==> config.mk <==
export PLATFORM = sky130hd
export DESIGN_NAME = lsu_stbuf
export DESIGN_NICKNAME = d
export VERILOG_FILES = /design/src/source/lsu_stbuf_pkg.sv /design/src/source/stbuf_head_if.sv /design/src/source/stbuf_write_if.sv /design/src/source/lsu_stbuf.sv /design/src/source/stbuf_drain.sv /design/src/source/stbuf_fwd.sv /design/src/source/stbuf_array.sv /design/src/source/stbuf_alloc.sv
export SDC_FILE = /design/constraint.sdc
export NUM_CORES = 1
export LEC_CHECK = 0
export BUFFER_PORTS_ARGS = -buffer_cell sky130_fd_sc_hd__buf_2
export CORE_UTILIZATION = 62
export DETAILED_ROUTE_END_ITERATION = 8
export GPL_TIMING_DRIVEN = 0
export PLACE_DENSITY = 0.83
export SYNTH_ARGS = -nofsm -noshare
export SYNTH_HDL_FRONTEND = slang
export SYNTH_SLANG_ARGS = --single-unit
==> constraint.sdc <==
create_clock -name clk -period 10.3 [get_ports clk]
set_input_delay 1.03 -clock clk [delete_from_list [all_inputs] [get_ports clk]]
set_output_delay 1.03 -clock clk [all_outputs]
set_load 0.01 [all_outputs]
==> src/source/lsu_stbuf_pkg.sv <==
// ----------------------------------------
// lsu store buffer package
// sizes, access size encoding, drain FSM
// codes and the store address union
// ----------------------------------------
`default_nettype none

package lsu_stbuf_pkg;

   localparam int STBUF_DEPTH    = 4;
   localparam int STBUF_PTR_BITS = 2;   // log2 of depth
   localparam int DATA_WIDTH     = 32;
   localparam int BYTE_WIDTH     = 4;
   localparam int ADDR_BITS      = 16;
   localparam int WORD_BITS      = ADDR_BITS - 2;

   // drain FSM codes
   localparam logic [1:0] DRAIN_IDLE    = 2'd0;
   localparam logic [1:0] DRAIN_REQ     = 2'd1;
   localparam logic [1:0] DRAIN_ACK_LOW = 2'd2;   // wait for ack to return low

   typedef enum logic [1:0] {
      size_byte = 2'd0,
      size_half = 2'd1,
      size_word = 2'd2
   } access_size_t;

   // one store address, seen flat or as word index plus byte offset
   typedef union packed {
      logic [ADDR_BITS-1:0] flat;
      struct packed {
         logic [WORD_BITS-1:0] word;
         logic [1:0]           offset;
      } f;
   } stbuf_addr_u;

endpackage

`default_nettype wire
==> src/source/stbuf_head_if.sv <==
// ----------------------------------------
// store buffer head port
// head entry out of the array, read
// pointer and pop back from the drain
// ----------------------------------------
`default_nettype none

interface stbuf_head_if
   import lsu_stbuf_pkg::*;
();

   // array side
   logic                      head_valid;
   logic                      head_drain;   // committed
   logic                      head_flush;   // killed
   stbuf_addr_u               head_addr;
   logic [BYTE_WIDTH-1:0]     head_byteen;
   logic [DATA_WIDTH-1:0]     head_data;

   // drain side
   logic [STBUF_PTR_BITS-1:0] rd_idx;
   logic                      pop;          // one cycle, clears entry at rd_idx

   modport array (
      output head_valid, head_drain, head_flush, head_addr, head_byteen, head_data,
      input  rd_idx, pop
   );

   modport drain (
      input  head_valid, head_drain, head_flush, head_addr, head_byteen, head_data,
      output rd_idx, pop
   );

endinterface

`default_nettype wire

==> src/source/stbuf_write_if.sv <==
// ----------------------------------------
// store buffer entry write
// one entry per cycle, allocator to array
// ----------------------------------------
`default_nettype none

interface stbuf_write_if
   import lsu_stbuf_pkg::*;
();

   logic                      wr_en;      // write on this edge
   logic [STBUF_PTR_BITS-1:0] wr_idx;     // also the current write pointer
   stbuf_addr_u               wr_addr;
   logic [BYTE_WIDTH-1:0]     wr_byteen;
   logic [DATA_WIDTH-1:0]     wr_data;

   modport alloc (output wr_en, wr_idx, wr_addr, wr_byteen, wr_data);
   modport array (input  wr_en, wr_idx, wr_addr, wr_byteen, wr_data);

endinterface

`default_nettype wire

==> src/source/lsu_stbuf.sv <==
// ----------------------------------------
// lsu store buffer
// four entries, dc3 write, dc5 commit or
// kill, in order drain over req/ack and
// registered load forwarding
// ----------------------------------------
`default_nettype none

module lsu_stbuf
   import lsu_stbuf_pkg::*;
(
   input  logic                   clk,
   input  logic                   rst,

   // store from dc3, kill at dc5
   input  logic                   store_valid,
   input  logic [ADDR_BITS-1:0]   store_addr,
   input  access_size_t           store_size,
   input  logic [DATA_WIDTH-1:0]  store_data,
   input  logic                   store_kill,

   // load forwarding
   input  logic                   load_valid,
   input  logic [ADDR_BITS-1:0]   load_addr,
   output logic [BYTE_WIDTH-1:0]  fwd_byteen,
   output logic [DATA_WIDTH-1:0]  fwd_data,

   // memory write handshake
   output logic                   mem_req,
   input  logic                   mem_ack,
   output logic [ADDR_BITS-1:0]   mem_addr,
   output logic [BYTE_WIDTH-1:0]  mem_byteen,
   output logic [DATA_WIDTH-1:0]  mem_data,

   output logic                   stbuf_full,
   output logic                   stbuf_empty
);

   logic                                    res_valid;
   logic [STBUF_PTR_BITS-1:0]               res_idx;
   logic                                    res_commit;
   logic [STBUF_DEPTH-1:0]                  ent_valid;
   logic [STBUF_DEPTH-1:0]                  ent_flush;
   logic [STBUF_DEPTH-1:0][WORD_BITS-1:0]   ent_word;
   logic [STBUF_DEPTH-1:0][BYTE_WIDTH-1:0]  ent_byteen;
   logic [STBUF_DEPTH-1:0][DATA_WIDTH-1:0]  ent_data;

   stbuf_write_if wr_if ();
   stbuf_head_if  head_if ();

   stbuf_alloc alloc_i (
      .clk         (clk),
      .rst         (rst),
      .store_valid (store_valid),
      .store_addr  (store_addr),
      .store_size  (store_size),
      .store_data  (store_data),
      .store_kill  (store_kill),
      .wr          (wr_if),
      .res_valid   (res_valid),
      .res_idx     (res_idx),
      .res_commit  (res_commit)
   );

   stbuf_array array_i (
      .clk         (clk),
      .rst         (rst),
      .wr          (wr_if),
      .res_valid   (res_valid),
      .res_idx     (res_idx),
      .res_commit  (res_commit),
      .head        (head_if),
      .ent_valid   (ent_valid),
      .ent_flush   (ent_flush),
      .ent_word    (ent_word),
      .ent_byteen  (ent_byteen),
      .ent_data    (ent_data),
      .stbuf_full  (stbuf_full),
      .stbuf_empty (stbuf_empty)
   );

   stbuf_fwd fwd_i (
      .clk         (clk),
      .rst         (rst),
      .load_valid  (load_valid),
      .load_addr   (load_addr),
      .ent_valid   (ent_valid),
      .ent_flush   (ent_flush),
      .ent_word    (ent_word),
      .ent_byteen  (ent_byteen),
      .ent_data    (ent_data),
      .wr_idx      (wr_if.wr_idx),   // age reference
      .fwd_byteen  (fwd_byteen),
      .fwd_data    (fwd_data)
   );

   stbuf_drain drain_i (
      .clk         (clk),
      .rst         (rst),
      .head        (head_if),
      .mem_req     (mem_req),
      .mem_ack     (mem_ack),
      .mem_addr    (mem_addr),
      .mem_byteen  (mem_byteen),
      .mem_data    (mem_data)
   );

endmodule

`default_nettype wire

==> src/source/stbuf_drain.sv <==
// ----------------------------------------
// store buffer drain engine
// read pointer, silent pop of killed
// heads, four-phase req/ack memory write
// ----------------------------------------
`default_nettype none

module stbuf_drain
   import lsu_stbuf_pkg::*;
(
   input  logic                   clk,
   input  logic                   rst,

   stbuf_head_if.drain            head,

   output logic                   mem_req,
   input  logic                   mem_ack,
   output logic [ADDR_BITS-1:0]   mem_addr,
   output logic [BYTE_WIDTH-1:0]  mem_byteen,
   output logic [DATA_WIDTH-1:0]  mem_data
);

   logic [1:0]                state;
   logic [STBUF_PTR_BITS-1:0] rd_ptr;
   logic                      flush_pop;
   logic                      ack_pop;
   logic                      start_req;
   stbuf_addr_u               hold_addr;
   logic [BYTE_WIDTH-1:0]     hold_byteen;
   logic [DATA_WIDTH-1:0]     hold_data;

   // ----------------------------------------
   // head decisions, only from idle
   // ----------------------------------------
   assign flush_pop = (state == DRAIN_IDLE) & head.head_valid & head.head_flush;
   assign start_req = (state == DRAIN_IDLE) & head.head_valid & head.head_drain;
   assign ack_pop   = (state == DRAIN_REQ) & mem_ack;   // entry done on ack

   assign head.pop    = flush_pop | ack_pop;
   assign head.rd_idx = rd_ptr;

   always_ff @(posedge clk) begin
      if (rst) begin
         state  <= DRAIN_IDLE;
         rd_ptr <= '0;
      end else begin
         if (flush_pop || ack_pop) begin
            rd_ptr <= rd_ptr + 1'b1;
         end
         case (state)
            DRAIN_IDLE: begin
               if (start_req) begin
                  state <= DRAIN_REQ;
               end
            end
            DRAIN_REQ: begin
               if (mem_ack) begin
                  state <= DRAIN_ACK_LOW;   // req drops next cycle
               end
            end
            DRAIN_ACK_LOW: begin
               // no new request until memory lets go of ack
               if (!mem_ack) begin
                  state <= DRAIN_IDLE;
               end
            end
            default: state <= DRAIN_IDLE;
         endcase
      end
   end

   // held copy keeps the bus stable while req is up
   always_ff @(posedge clk) begin
      if (start_req) begin
         hold_addr   <= head.head_addr;
         hold_byteen <= head.head_byteen;
         hold_data   <= head.head_data;
      end
   end

   assign mem_req    = (state == DRAIN_REQ);
   assign mem_addr   = hold_addr.flat;
   assign mem_byteen = hold_byteen;
   assign mem_data   = hold_data;

endmodule

`default_nettype wire

==> src/source/stbuf_fwd.sv <==
// ----------------------------------------
// store buffer load forwarding
// word compare against all live entries,
// newest store wins each byte, one
// registered stage
// ----------------------------------------
`default_nettype none

module stbuf_fwd
   import lsu_stbuf_pkg::*;
(
   input  logic                                     clk,
   input  logic                                     rst,

   input  logic                                     load_valid,
   input  logic [ADDR_BITS-1:0]                     load_addr,

   input  logic [STBUF_DEPTH-1:0]                   ent_valid,
   input  logic [STBUF_DEPTH-1:0]                   ent_flush,
   input  logic [STBUF_DEPTH-1:0][WORD_BITS-1:0]    ent_word,
   input  logic [STBUF_DEPTH-1:0][BYTE_WIDTH-1:0]   ent_byteen,
   input  logic [STBUF_DEPTH-1:0][DATA_WIDTH-1:0]   ent_data,
   input  logic [STBUF_PTR_BITS-1:0]                wr_idx,

   output logic [BYTE_WIDTH-1:0]                    fwd_byteen,
   output logic [DATA_WIDTH-1:0]                    fwd_data
);

   stbuf_addr_u            ld_addr;
   logic [STBUF_DEPTH-1:0] ld_match;
   logic [BYTE_WIDTH-1:0]  byteen_nxt;
   logic [DATA_WIDTH-1:0]  data_nxt;

   assign ld_addr = load_addr;

   // killed entries never forward, unresolved ones do
   always_comb begin
      for (int i = 0; i < STBUF_DEPTH; i++) begin
         ld_match[i] = ent_valid[i] & ~ent_flush[i] & (ent_word[i] == ld_addr.f.word);
      end
   end

   // ----------------------------------------
   // age ordered merge
   // ----------------------------------------
   always_comb begin
      logic [STBUF_PTR_BITS-1:0] idx;
      byteen_nxt = '0;
      data_nxt   = '0;
      // oldest slot sits at the write pointer, walk forward to the newest
      for (int k = 0; k < STBUF_DEPTH; k++) begin
         idx = wr_idx + STBUF_PTR_BITS'(k);
         for (int b = 0; b < BYTE_WIDTH; b++) begin
            if (ld_match[idx] && ent_byteen[idx][b]) begin
               byteen_nxt[b]     = 1'b1;
               data_nxt[8*b +: 8] = ent_data[idx][8*b +: 8];   // later entry overwrites
            end
         end
      end
   end

   always_ff @(posedge clk) begin
      if (rst) begin
         fwd_byteen <= '0;
         fwd_data   <= '0;
      end else if (load_valid) begin
         fwd_byteen <= byteen_nxt;
         fwd_data   <= data_nxt;
      end else begin
         fwd_byteen <= '0;   // no load, nothing forwarded
         fwd_data   <= '0;
      end
   end

endmodule

`default_nettype wire

==> src/source/stbuf_array.sv <==
// ----------------------------------------
// store buffer entry array
// per entry valid, drain and flush bits,
// address, byte enables and data; head
// mux at the read pointer and occupancy
// ----------------------------------------
`default_nettype none

module stbuf_array
   import lsu_stbuf_pkg::*;
(
   input  logic                                     clk,
   input  logic                                     rst,

   stbuf_write_if.array                             wr,

   input  logic                                     res_valid,
   input  logic [STBUF_PTR_BITS-1:0]                res_idx,
   input  logic                                     res_commit,

   stbuf_head_if.array                              head,

   output logic [STBUF_DEPTH-1:0]                   ent_valid,
   output logic [STBUF_DEPTH-1:0]                   ent_flush,
   output logic [STBUF_DEPTH-1:0][WORD_BITS-1:0]    ent_word,
   output logic [STBUF_DEPTH-1:0][BYTE_WIDTH-1:0]   ent_byteen,
   output logic [STBUF_DEPTH-1:0][DATA_WIDTH-1:0]   ent_data,
   output logic                                     stbuf_full,
   output logic                                     stbuf_empty
);

   logic [STBUF_DEPTH-1:0]    ent_drain;
   stbuf_addr_u               ent_addr [STBUF_DEPTH];
   logic [STBUF_PTR_BITS:0]   num_vld;

   // ----------------------------------------
   // control bits
   // ----------------------------------------
   always_ff @(posedge clk) begin
      if (rst) begin
         ent_valid <= '0;
         ent_drain <= '0;
         ent_flush <= '0;
      end else begin
         for (int i = 0; i < STBUF_DEPTH; i++) begin
            if (head.pop && head.rd_idx == STBUF_PTR_BITS'(i)) begin
               ent_valid[i] <= 1'b0;
               ent_drain[i] <= 1'b0;
               ent_flush[i] <= 1'b0;
            end
            if (wr.wr_en && wr.wr_idx == STBUF_PTR_BITS'(i)) begin
               ent_valid[i] <= 1'b1;
            end
            // dc5 resolution, exactly one of the two gets set
            if (res_valid && res_idx == STBUF_PTR_BITS'(i)) begin
               ent_drain[i] <= res_commit;
               ent_flush[i] <= ~res_commit;
            end
         end
      end
   end

   // payload
   always_ff @(posedge clk) begin
      if (wr.wr_en) begin
         ent_addr[wr.wr_idx]   <= wr.wr_addr;
         ent_byteen[wr.wr_idx] <= wr.wr_byteen;
         ent_data[wr.wr_idx]   <= wr.wr_data;
      end
   end

   always_comb begin
      for (int i = 0; i < STBUF_DEPTH; i++) begin
         ent_word[i] = ent_addr[i].f.word;   // forwarding compares words only
      end
   end

   // ----------------------------------------
   // head entry
   // ----------------------------------------
   assign head.head_valid  = ent_valid[head.rd_idx];
   assign head.head_drain  = ent_drain[head.rd_idx];
   assign head.head_flush  = ent_flush[head.rd_idx];
   assign head.head_addr   = ent_addr[head.rd_idx];
   assign head.head_byteen = ent_byteen[head.rd_idx];
   assign head.head_data   = ent_data[head.rd_idx];

   // occupancy
   always_comb begin
      num_vld = '0;
      for (int i = 0; i < STBUF_DEPTH; i++) begin
         num_vld = num_vld + {{STBUF_PTR_BITS{1'b0}}, ent_valid[i]};
      end
   end

   assign stbuf_full  = (num_vld == (STBUF_PTR_BITS+1)'(STBUF_DEPTH));
   assign stbuf_empty = (num_vld == '0);

endmodule

`default_nettype wire

==> src/source/stbuf_alloc.sv <==
// ----------------------------------------
// store buffer allocator
// dc3 byte enables and write pointer,
// index pipe to dc5 for commit or kill
// ----------------------------------------
`default_nettype none

module stbuf_alloc
   import lsu_stbuf_pkg::*;
(
   input  logic                      clk,
   input  logic                      rst,

   input  logic                      store_valid,   // dc3
   input  logic [ADDR_BITS-1:0]      store_addr,
   input  access_size_t              store_size,
   input  logic [DATA_WIDTH-1:0]     store_data,
   input  logic                      store_kill,    // dc5

   stbuf_write_if.alloc              wr,

   output logic                      res_valid,
   output logic [STBUF_PTR_BITS-1:0] res_idx,
   output logic                      res_commit
);

   stbuf_addr_u               st_addr;
   logic [BYTE_WIDTH-1:0]     size_mask;
   logic [BYTE_WIDTH-1:0]     st_byteen;
   logic [STBUF_PTR_BITS-1:0] wr_ptr;
   logic                      vld_dc4, vld_dc5;
   logic [STBUF_PTR_BITS-1:0] idx_dc4, idx_dc5;

   assign st_addr = store_addr;

   // ----------------------------------------
   // byte enables
   // ----------------------------------------
   always_comb begin
      case (store_size)
         size_byte: size_mask = 4'b0001;
         size_half: size_mask = 4'b0011;
         size_word: size_mask = 4'b1111;
         default:   size_mask = 4'b0000;
      endcase
   end

   // aligned only, bytes shifted past byte 3 drop off
   assign st_byteen = size_mask << st_addr.f.offset;

   assign wr.wr_en     = store_valid;
   assign wr.wr_idx    = wr_ptr;
   assign wr.wr_addr   = st_addr;
   assign wr.wr_byteen = st_byteen;
   assign wr.wr_data   = store_data;

   // ----------------------------------------
   // write pointer and dc4/dc5 pipe
   // ----------------------------------------
   always_ff @(posedge clk) begin
      if (rst) begin
         wr_ptr  <= '0;
         vld_dc4 <= 1'b0;
         vld_dc5 <= 1'b0;
      end else begin
         if (store_valid) begin
            wr_ptr <= wr_ptr + 1'b1;   // wraps at depth
         end
         vld_dc4 <= store_valid;
         vld_dc5 <= vld_dc4;
      end
   end

   always_ff @(posedge clk) begin
      idx_dc4 <= wr_ptr;
      idx_dc5 <= idx_dc4;
   end

   // resolution lands two cycles after the write
   assign res_valid  = vld_dc5;
   assign res_idx    = idx_dc5;
   assign res_commit = ~store_kill;

endmodule

`default_nettype wire

## Word-level counts from Yosys, hierarchy flattened

Memory sizes are Yosys's and may differ from the RTL's. A register that Yosys moved wholly into a read port is not among the register bits.
Index checks and enable logic that the tools add are counted.
Widths: inputs -> output; s select.

- Register bits: 240
- Memory bits (writable): 64
- Bits of input ports: 72
- Output and inout bits: 91
- Logic and storage cells: 227
- Memories kept: 1

Memories:

| name | depth | width | read ports | clocked after Yosys merged registers in | write ports | line | text |
|---|---|---|---|---|---|---|---|
| array_i.ent_addr | 4 | 16 | 5 | 1 | 1 | stbuf_array.sv:33 | `stbuf_addr_u ent_addr [STBUF_DEPTH];` |

- Add/subtract/negate cells: 7
- $lt $le $gt $ge: 6
- Equality and inequality tests: 21
- Shift operators: 1
- Muxes and demuxes: 95
- Bitwise logic cells: 19
- Reduce and logical (&&, ||, !) cells: 46

Operator list:

| kind | number |
|---|---|
| $bmux 32 s2 | 5 |
| $mux 32 | 6 |
| $bwmux 128 | 1 |
| $mux 8 | 16 |
| $demux 32 s2 | 1 |
| $eq 14x14->1 | 4 |
| $mux 1 | 41 |
| $bmux 4 s2 | 5 |
| $logic_and 1x1->1 | 29 |
| $mux 4 | 6 |
| $bwmux 16 | 1 |
| $eq 2x2->1 const B | 8 |
| $reduce_bool 2->1 | 8 |
| $lt 2x3->1 const B | 5 |
| $bmux 1 s2 | 7 |
| $and 1x1->1 | 12 |
| $pmux 4 s3 | 1 |
| $eq 2x1->1 const B | 5 |
| $logic_not 2->1 | 5 |
| $demux 4 s2 | 1 |
| $add 3x1->3 | 2 |
| $mux 2 | 3 |
| $not 1->1 | 6 |
| $pmux 2 s3 | 1 |
| other kinds (13) | 16 |

## Longest topological paths before layout

Gate-level depths: netlist of run 1.

- Depth in word-level cells: 10
- Depth in mapped cells: 12

## Cells and area by module

Synthesis of run 1 repeated with hierarchy kept, for this count alone.

- Cells, all modules: 1185
- Area total of the unflattened synthesis: 16418.2 um^2

Modules (own cells, without submodules):

| module | instances | cells each | area each (um^2) | seq. area each (um^2) |
|---|---|---|---|---|
| stbuf_array | 1 | 394 | 8572.0 | 6486.2 |
| stbuf_fwd | 1 | 637 | 5387.7 | 720.7 |
| stbuf_drain | 1 | 78 | 1788.0 | 1641.6 |
| stbuf_alloc | 1 | 76 | 670.6 | 160.2 |

## Worst setup path before layout of run 1

Ideal clock, no wire load.

- Path type: flip-flop to flip-flop
- Start: register drain_i.rd_ptr[0] (netlist: drain_i.head.rd_idx[0])
- End: register drain_i.hold_addr, in the netlist drain_i.mem_addr[0] (read register of array_i.ent_addr) (enable)
- Setup time: 470 ps
- Data arrival time: 3611 ps
- Required time: 9830 ps
- Slack: 6219 ps
- Cell stages (with the launch flop): 5
- Buffers on the path: 2
- Clock period less this slack: 4081 ps
- Cell sequence: dfxtp_1 clkbuf_1 buf_1 mux4_2 nor2b_1

- Cells in the longest elaborated chain, start to end: 4
- Elaborated cells between the ends (all ways): 6
- Those cells by class: mux (4); bitwise (2)

RTL lines:

| element | line | text |
|---|---|---|
| from (decl) | stbuf_drain.sv:24 | `logic [STBUF_PTR_BITS-1:0] rd_ptr;` |
| from (signal assigned) | stbuf_drain.sv:48 | `rd_ptr <= rd_ptr + 1'b1;` |
| $bmux 1 s2 | stbuf_array.sv:81 | `assign head.head_valid = ent_valid[head.rd_idx];` |
| $mux 1 (implied by the code) | stbuf_array.sv:81 |  |
| $and 1x1->1 | stbuf_drain.sv:36 | `assign start_req = (state == DRAIN_IDLE) & head.head_valid & head.head_drain;` |
| $and 1x1->1 (*) | stbuf_drain.sv:36 |  |
| via drain_i.start_req | stbuf_drain.sv:27 | `logic start_req;` |
| to (decl) | stbuf_drain.sv:28 | `stbuf_addr_u hold_addr;` |

Mark *: on every way through the listed nets, which the timed path passes. The rest lies on a longest branch. The select of a mux whose other input is x is not followed.
A chain may end at the register's enable or synchronous reset.

## Final worst setup path of run 1

- Start: register alloc_i.wr_ptr[1] (netlist: alloc_i.wr.wr_idx[1])
- End: register fwd_i.fwd_data[26]

- Cells in the longest elaborated chain, start to end: 7
- Elaborated cells between the ends (all ways): 35
- Those cells by class: add/sub (3); mux (28); reduce/logical (4)

RTL lines:

| element | line | text |
|---|---|---|
| from (decl) | stbuf_alloc.sv:30 | `logic [STBUF_PTR_BITS-1:0] wr_ptr;` |
| from (signal assigned) | stbuf_alloc.sv:67 | `wr_ptr <= wr_ptr + 1'b1;` |
| $add 2x1->2, or another cell as far along | stbuf_fwd.sv:52 | `idx = wr_idx + STBUF_PTR_BITS'(k);` |
| $bmux 1 s2, or another cell as far along | stbuf_fwd.sv:54 | `if (ld_match[idx] && ent_byteen[idx][b]) begin` |
| $mux 1 (implied by the code), or another cell as far along | stbuf_fwd.sv:54 |  |
| $logic_and 1x1->1 / $mux 8 (equally long branches) | stbuf_fwd.sv:54 |  |
| $mux 8 (2 in series) | stbuf_fwd.sv:54 |  |
| $mux 8 (*) | stbuf_fwd.sv:54 |  |
| to (signal assigned) | stbuf_fwd.sv:68 | `fwd_data <= data_nxt;` |
| to (decl) | stbuf_fwd.sv:26 | `output logic [DATA_WIDTH-1:0] fwd_data` |

Mark *: on every way between the ends. The rest lies on a longest branch, timed or not. The select of a mux whose other input is x is not followed.

==> results of run 1 <==
-- critical path, stage by stage, from the launching register on --
cell and delay (ns):
dfxtp_1 0.39, clkbuf_1 0.33, inv_2 0.19, clkbuf_1 0.33, ha_1 0.46, buf_2 0.34
buf_1 0.75, clkbuf_1 0.58, clkbuf_1 0.53, a21oi_1 0.13, mux2i_1 0.21, a211oi_1 0.15
-- path summary, 6_finish.rpt --
kind | end | slack (ns) | depth (start not counted)
setup / recovery | fwd_i.fwd_data[26]$_SDFF_PP0_ | 5.74 | 11
hold reg to reg | alloc_i.res_idx[1]$_DFF_P_ | 0.33 | 0
setup reg to reg | fwd_i.fwd_data[26]$_SDFF_PP0_ | 5.74 | 11
hold / removal | alloc_i.res_idx[1]$_DFF_P_ | 0.33 | 0
-- registers in the layout, summed over array words and instances, names as in the netlist, 16 cells and up --
register            cells
drain_i.mem_addr       16
array_i.ent_byteen     16
fwd_i.fwd_data         32
array_i.ent_addr       64
array_i.ent_data      128
drain_i.mem_data       32
-- power by group through the flow --
stage	Clock, uW	Sequential (uW)	Combinational (uW)
5_1_grt	1390	1480	423
3_3_place_gp	0	1510	374
3_5_place_dp	0	1510	387
2_1_floorplan	0	1500	277
4_1_cts	1340	1480	392
6_report	1340	1480	400
-- synthesized netlist by cell type, types with 8 or more instances --
cell / number / share of area
buf_4: 11 / 0.0051
a21oi_1: 41 / 0.013
o21ai_0: 32 / 0.0098
o21ai_1: 11 / 0.0034
a2111oi_0: 8 / 0.0043
dfxtp_1: 60 / 0.074
o32a_1: 10 / 0.0061
ha_1: 12 / 0.0092
inv_1: 27 / 0.0062
nor2_1: 82 / 0.019
a211oi_1: 28 / 0.013
mux2i_1: 72 / 0.044
xnor2_1: 56 / 0.030
nand2_1: 54 / 0.012
nand4_1: 20 / 0.0077
buf_2: 28 / 0.0086
edfxtp_1: 260 / 0.48
mux2_2: 36 / 0.025
buf_1: 9 / 0.0021
mux4_2: 108 / 0.15
nor2b_1: 26 / 0.010
clkbuf_1: 35 / 0.0081
a31oi_1: 20 / 0.0077
-- kinds of logic (layout without fill, tap and decap cells) --
group | after synthesis | in the layout | share of synthesized area
flops | 320 | 320 | 0.5527
simple gates | 224 | 224 | 0.06840
compound gates | 193 | 193 | 0.08406
fa+ha+maj | 13 | 13 | 0.01044
xor+xnor | 59 | 59 | 0.03309
other cells | 0 | 6 | 0
mux | 216 | 216 | 0.2183
buf+inv | 115 | 320 | 0.03301
-- metrics by stage --
step	util	setup WS, ns	instances	power, uW
2_1_floorplan	-	6.219	1140	1776
3_3_place_gp	0.6848	4.141	1616	1881
3_5_place_dp	0.6863	5.909	1617	1894
4_1_cts	0.7340	5.866	1675	3214
5_1_grt	0.7343	5.509	1678	3298
6_report	0.7346	5.736	1681	3221
-- layout make-up --
type	count	area, um^2	area share
antenna	6	15.01	0.0008025
buffer	87	432.9	0.02314
clock buffer	33	783.3	0.04186
clock inverter	25	431.7	0.02307
inverter	28	105.1	0.005617
multi-input combinational	705	6770	0.3618
sequential	320	9009	0.4815
tap	330	412.9	0.02207
timing repair buffer	147	750.7	0.04012
-- routing by layer --
layer  vias up  wire [um]  track usage
met2       764      20440       0.5125
met1      5624      16080       0.4241
li1       4861          -            -
met4         4       1697       0.1368
met5         -         27            0
met3       165       4057      0.05833
==> metrics, run 1 <==
post-synthesis sequential area ratio=0.5527; vias in the first global route=11180; CTS tree=built; CTS Buffer Depth=3; Hold WC Path Type=reg2reg; Fin Setup TNS=0 ns; Core Area=25470 um^2; post-cts gate resize count=0; hold_ws=0.3272 ns; cell area after layout=18710 um^2; Area growth, synth to finish=14.79%; final setup skew=0.01136 ns; Leak Pwr=0.006466 uW; combinational share of power=0.124; synthesized area per cell=14.30 um^2; DRC viols=0; most common cell after layout, fill and taps aside=edfxtp_1; Worst EP arrival=4.97 ns; initial core utilization=0.6399; register bit total from synthesis=320; Slew Viols, Final=0; DR vias=11420; critical path startpoint category=register; CP endpoint kind=register; DP Area=17480 um^2; Mapped Nets=1225; CTS buffer count=31; I/O Buffers=146; Die W=164.1 um; slew margin rel.=0.2543; EDFF count, synth=260; pwr/cell area=172.2 nW/um^2; 1st-iter DRT viols=1348; CP startpoint=alloc_i.wr.wr_idx[1]$_SDFFE_PP0P_; Hold Buf Count CTS=0; CP Class=reg2reg; Worst VDD drop=0.2262 mV; setup repair bufs after CTS=0; Ports=163; final setup fails=0; GR Util All Layers=0.3176; gate count after technology mapping=1140; antenna violations before repair=6; Clock Tree Root=clkbuf_16; Synth cell types=58; die span in y=164.1 um; Fin. Hold Viols=0; Overflow after GRT=0; Max Cap Viol=0; hold path start=alloc_i.idx_dc4[1]$_DFF_P_; outcome=complete, no violations; part of the power in registers=0.460; Clock Power Share=0.416; routed length per instance=25.16 um; detailed placement HPWL=27.83 mm; filler instances=1580; Sw Share=0.2392; Cell Area, Synth=16300 um^2; Critical Path Fanout Max=11; Clock Pin Slew Worst Setup and Hold Paths=0.07 ns; Pint=2451 uW; num rows=58; CTS Sinks=320; Post-DRT Antenna Nets=0; layout cells sized above 1=0.3152; NetSw=770.5 uW; dominant synthesized flop cell=edfxtp_1; Tcrit/Tclk final=0.4431; final WL=42.30 mm; H-tree Lvls=1; Synth warnings=0; # nets final=1405; post-synthesis async set-or-reset flop share=0; Placer Congestion=0.9582; worst skew pair latency=0.58 ns; unrepaired setup endpoints after global routing=false; crit path time final=4.564 ns; worst r2r src=alloc_i.wr.wr_idx[1]$_SDFFE_PP0P_; First-pass DRT Iterations=6; first-pass GRT wire length=64.09 mm; worst slew pin tran=1.119 ns; post-DR vias/cell=6.792; Data required, critical path=10.71 ns; largest net degree at the start of global routing=54; fmax=0.2191 GHz; total die area=26940 um^2; most frequent cells in the layout=edfxtp_1, buf_2, mux4_2
Power figures use the tool's default switching activity.
==> inputs of run 2 (changes only) <==
--- a/config.mk
+++ b/config.mk
@@ -6,10 +6,10 @@
 export NUM_CORES = 1
 export LEC_CHECK = 0
 export BUFFER_PORTS_ARGS = -buffer_cell sky130_fd_sc_hd__buf_2
-export CORE_UTILIZATION = 62
+export CORE_UTILIZATION = 54
 export DETAILED_ROUTE_END_ITERATION = 8
 export GPL_TIMING_DRIVEN = 0
-export PLACE_DENSITY = 0.83
+export PLACE_DENSITY = 0.77
 export SYNTH_ARGS = -nofsm -noshare
 export SYNTH_HDL_FRONTEND = slang
 export SYNTH_SLANG_ARGS = --single-unit
==> constraint.sdc (replaced) <==
create_clock -name clk -period 4.05 [get_ports clk]
set_input_delay 0.405 -clock clk [delete_from_list [all_inputs] [get_ports clk]]
set_output_delay 0.405 -clock clk [all_outputs]
set_load 0.01 [all_outputs]
==> run 2 against run 1 <==
  * Non-clock buffer count unchanged
  * Critical path depth down 2
  * Via count down 2.1%
  * Cell area up 0.36%
  * Global-route usage down 4.7 points
  * Fmax up 20%
  * Clock-buffer cell count up 8
  * First-iteration DRC count down 5.1%
  * Core utilization down 10 points
  * Worst setup slack worse by 5.5 ns
==> metrics, run 2 (synthesized netlist as in run 1, its figures left out) <==
outcome=complete, no violations; critical path startpoint category=register; First-pass DRT Iterations=6 (unchanged); final setup fails=0 (unchanged); routed length per instance=23.90 um (-5.0%); Hold WC Path Type=in2reg; CTS tree=built; fmax=0.2630 GHz (+20%); most frequent cells in the layout=edfxtp_1, buf_2, mux4_2; Regs by FF count=array_i.ent_data x128, array_i.ent_addr x64; setup repair bufs after CTS=0 (unchanged); Clock Pin Slew Worst Setup and Hold Paths=0.06 ns (about the same); Biggest register=array_i.ent_data; num rows=63 (+8.6%); initial core utilization=0.5499 (-0.08995); H-tree Lvls=2 (+1); CTS Buffer Depth=3 (unchanged); I/O Buffers=146 (unchanged); Slew Viols, Final=0 (unchanged); Final Util=0.6336 (-0.1010); slew margin rel.=0.2126 (-0.04173); Ports=163 (unchanged); CTS buffer count=34 (+9.7%); Area growth, synth to finish=15.21%; Worst VDD drop=0.3936 mV (+74%); max reg flops=128 (unchanged); final setup margin=0.2478 ns (-5.488 ns); crit path time final=3.802 ns (-0.7616 ns); Overflow after GRT=0 (unchanged); filler instances=2232 (+41%); die span in y=175.7 um (+7.1%); final setup skew=0.01773 ns (+0.006373 ns); worst skew pair latency=0.51 ns (-0.07 ns); most common cell after layout, fill and taps aside=edfxtp_1; post-DR vias/cell=6.414 (-5.6%); detailed placement HPWL=27.98 mm (+0.56%); first-pass GRT wire length=62.74 mm (-2.1%); Data required, critical path=4.45 ns (-6.26 ns); Max Cap Viol=0 (unchanged); DR vias=11170 (-2.1%); worst slew pin tran=1.181 ns (+0.06259 ns); Core Area=29640 um^2 (+16%); Leak Pwr=0.006474 uW (+0.12%); antenna violations before repair=5 (-1); largest net degree at the start of global routing=54 (unchanged); DRC viols=0 (unchanged); total die area=30880 um^2 (+15%); Die W=175.7 um (+7.1%); CTS Sinks=320 (unchanged); # nets final=1408 (+0.21%); Critical Path Fanout Max=19 (+8); GR Util All Layers=0.2708 (-0.04679); final WL=41.64 mm (-1.6%); Hold Buf Count CTS=0 (unchanged); unrepaired setup endpoints after global routing=false; vias in the first global route=10920 (-2.3%); Post-DRT Antenna Nets=0 (unchanged); pre-CTS setup slack=-0.4094 ns (-6.319 ns); Clock Tree Root=clkbuf_16; Worst EP arrival=4.20 ns (-0.77 ns); pwr/cell area=430.1 nW/um^2 (+150%); 1st-iter DRT viols=1279 (-5.1%); CP endpoint kind=register; CP Class=reg2reg; Fin. Hold Viols=0 (unchanged); Placer Congestion=0.9347 (-2.5%); Tcrit/Tclk final=0.9388 (+0.4957); layout cells sized above 1=0.3153 (about the same)
==> run 2: metrics by stage <==
stage                     hold WS [ns]  TNS, ns  power (uW)  instances  cell area (um^2)
after floorplan                 0.3096        0        4516       1140             16300
final                           0.1070        0        8077       1742             18780
after detailed placement        0.3143   -2.813        4817       1678             17580
after CTS                      0.09382        0        8089       1738             18770
after global placement          0.3125   -48.97        4794       1676             17520
after global routing           0.09899        0        8305       1740             18770
==> run 2: layout make-up <==
class                   instances  area [um^2]  share of cell area
diodes                          4        10.01           0.0005330
plain buffers                  86        432.9             0.02305
clock buffers                  41        898.4             0.04784
clock inverters                20        286.5             0.01526
inverters                      28        105.1            0.005597
multi-input cells             705         6770              0.3605
flip-flops and latches        320         9009              0.4797
well taps                     390        488.0             0.02599
repair buffers                148        778.2             0.04144
==> run 2: worst paths after layout <==
check	start	to	slack, ns	cells past startpoint
hold / removal	store_data[25]	array_i.ent_data[121]$_DFFE_PP_	0.11	1
setup reg to reg	alloc_i.wr.wr_idx[1]$_SDFFE_PP0P_	fwd_i.fwd_data[23]$_SDFF_PP0_	0.25	9
hold reg to reg	alloc_i.idx_dc4[1]$_DFF_P_	alloc_i.res_idx[1]$_DFF_P_	0.33	0
setup / recovery	alloc_i.wr.wr_idx[1]$_SDFFE_PP0P_	fwd_i.fwd_data[23]$_SDFF_PP0_	0.25	9
==> run 2: repair_timing <==
action | 4_1_cts | 5_1_grt
gates cloned | 0 | 0
endpoints found under the setup margin | 13 | 13
hold endpoints to repair | 0 | 0
gates resized for setup | 2 | 5
==> run 2: report_power, final <==
group | total [uW] | switching (uW) | internal (uW)
Combinational | 1010 | 579 | 428
Sequential | 3770 | 76.9 | 3690
Clock | 3300 | 1260 | 2040
Total | 8080 | 1920 | 6160
==> run 2: worst max-delay path: stages (launching register included) <==
cell and delay, ns:
dfxtp_1 0.38, clkbuf_1 0.35, inv_2 0.20, clkbuf_1 0.32
ha_1 0.43, buf_2 0.30, buf_2 0.52, clkbuf_1 0.58
o21ai_0 0.24, a221oi_2 0.35
==> run 2: metal layers <==
layer	share of wire	routed length, um	track usage	up-vias
li1	-	-	-	4859
met1	0.39	16310	0.3589	5560
met2	0.48	19880	0.4354	630
met3	0.095	3944	0.05996	118
met4	0.035	1473	0.1072	6
met5	0.00072	30	0	-
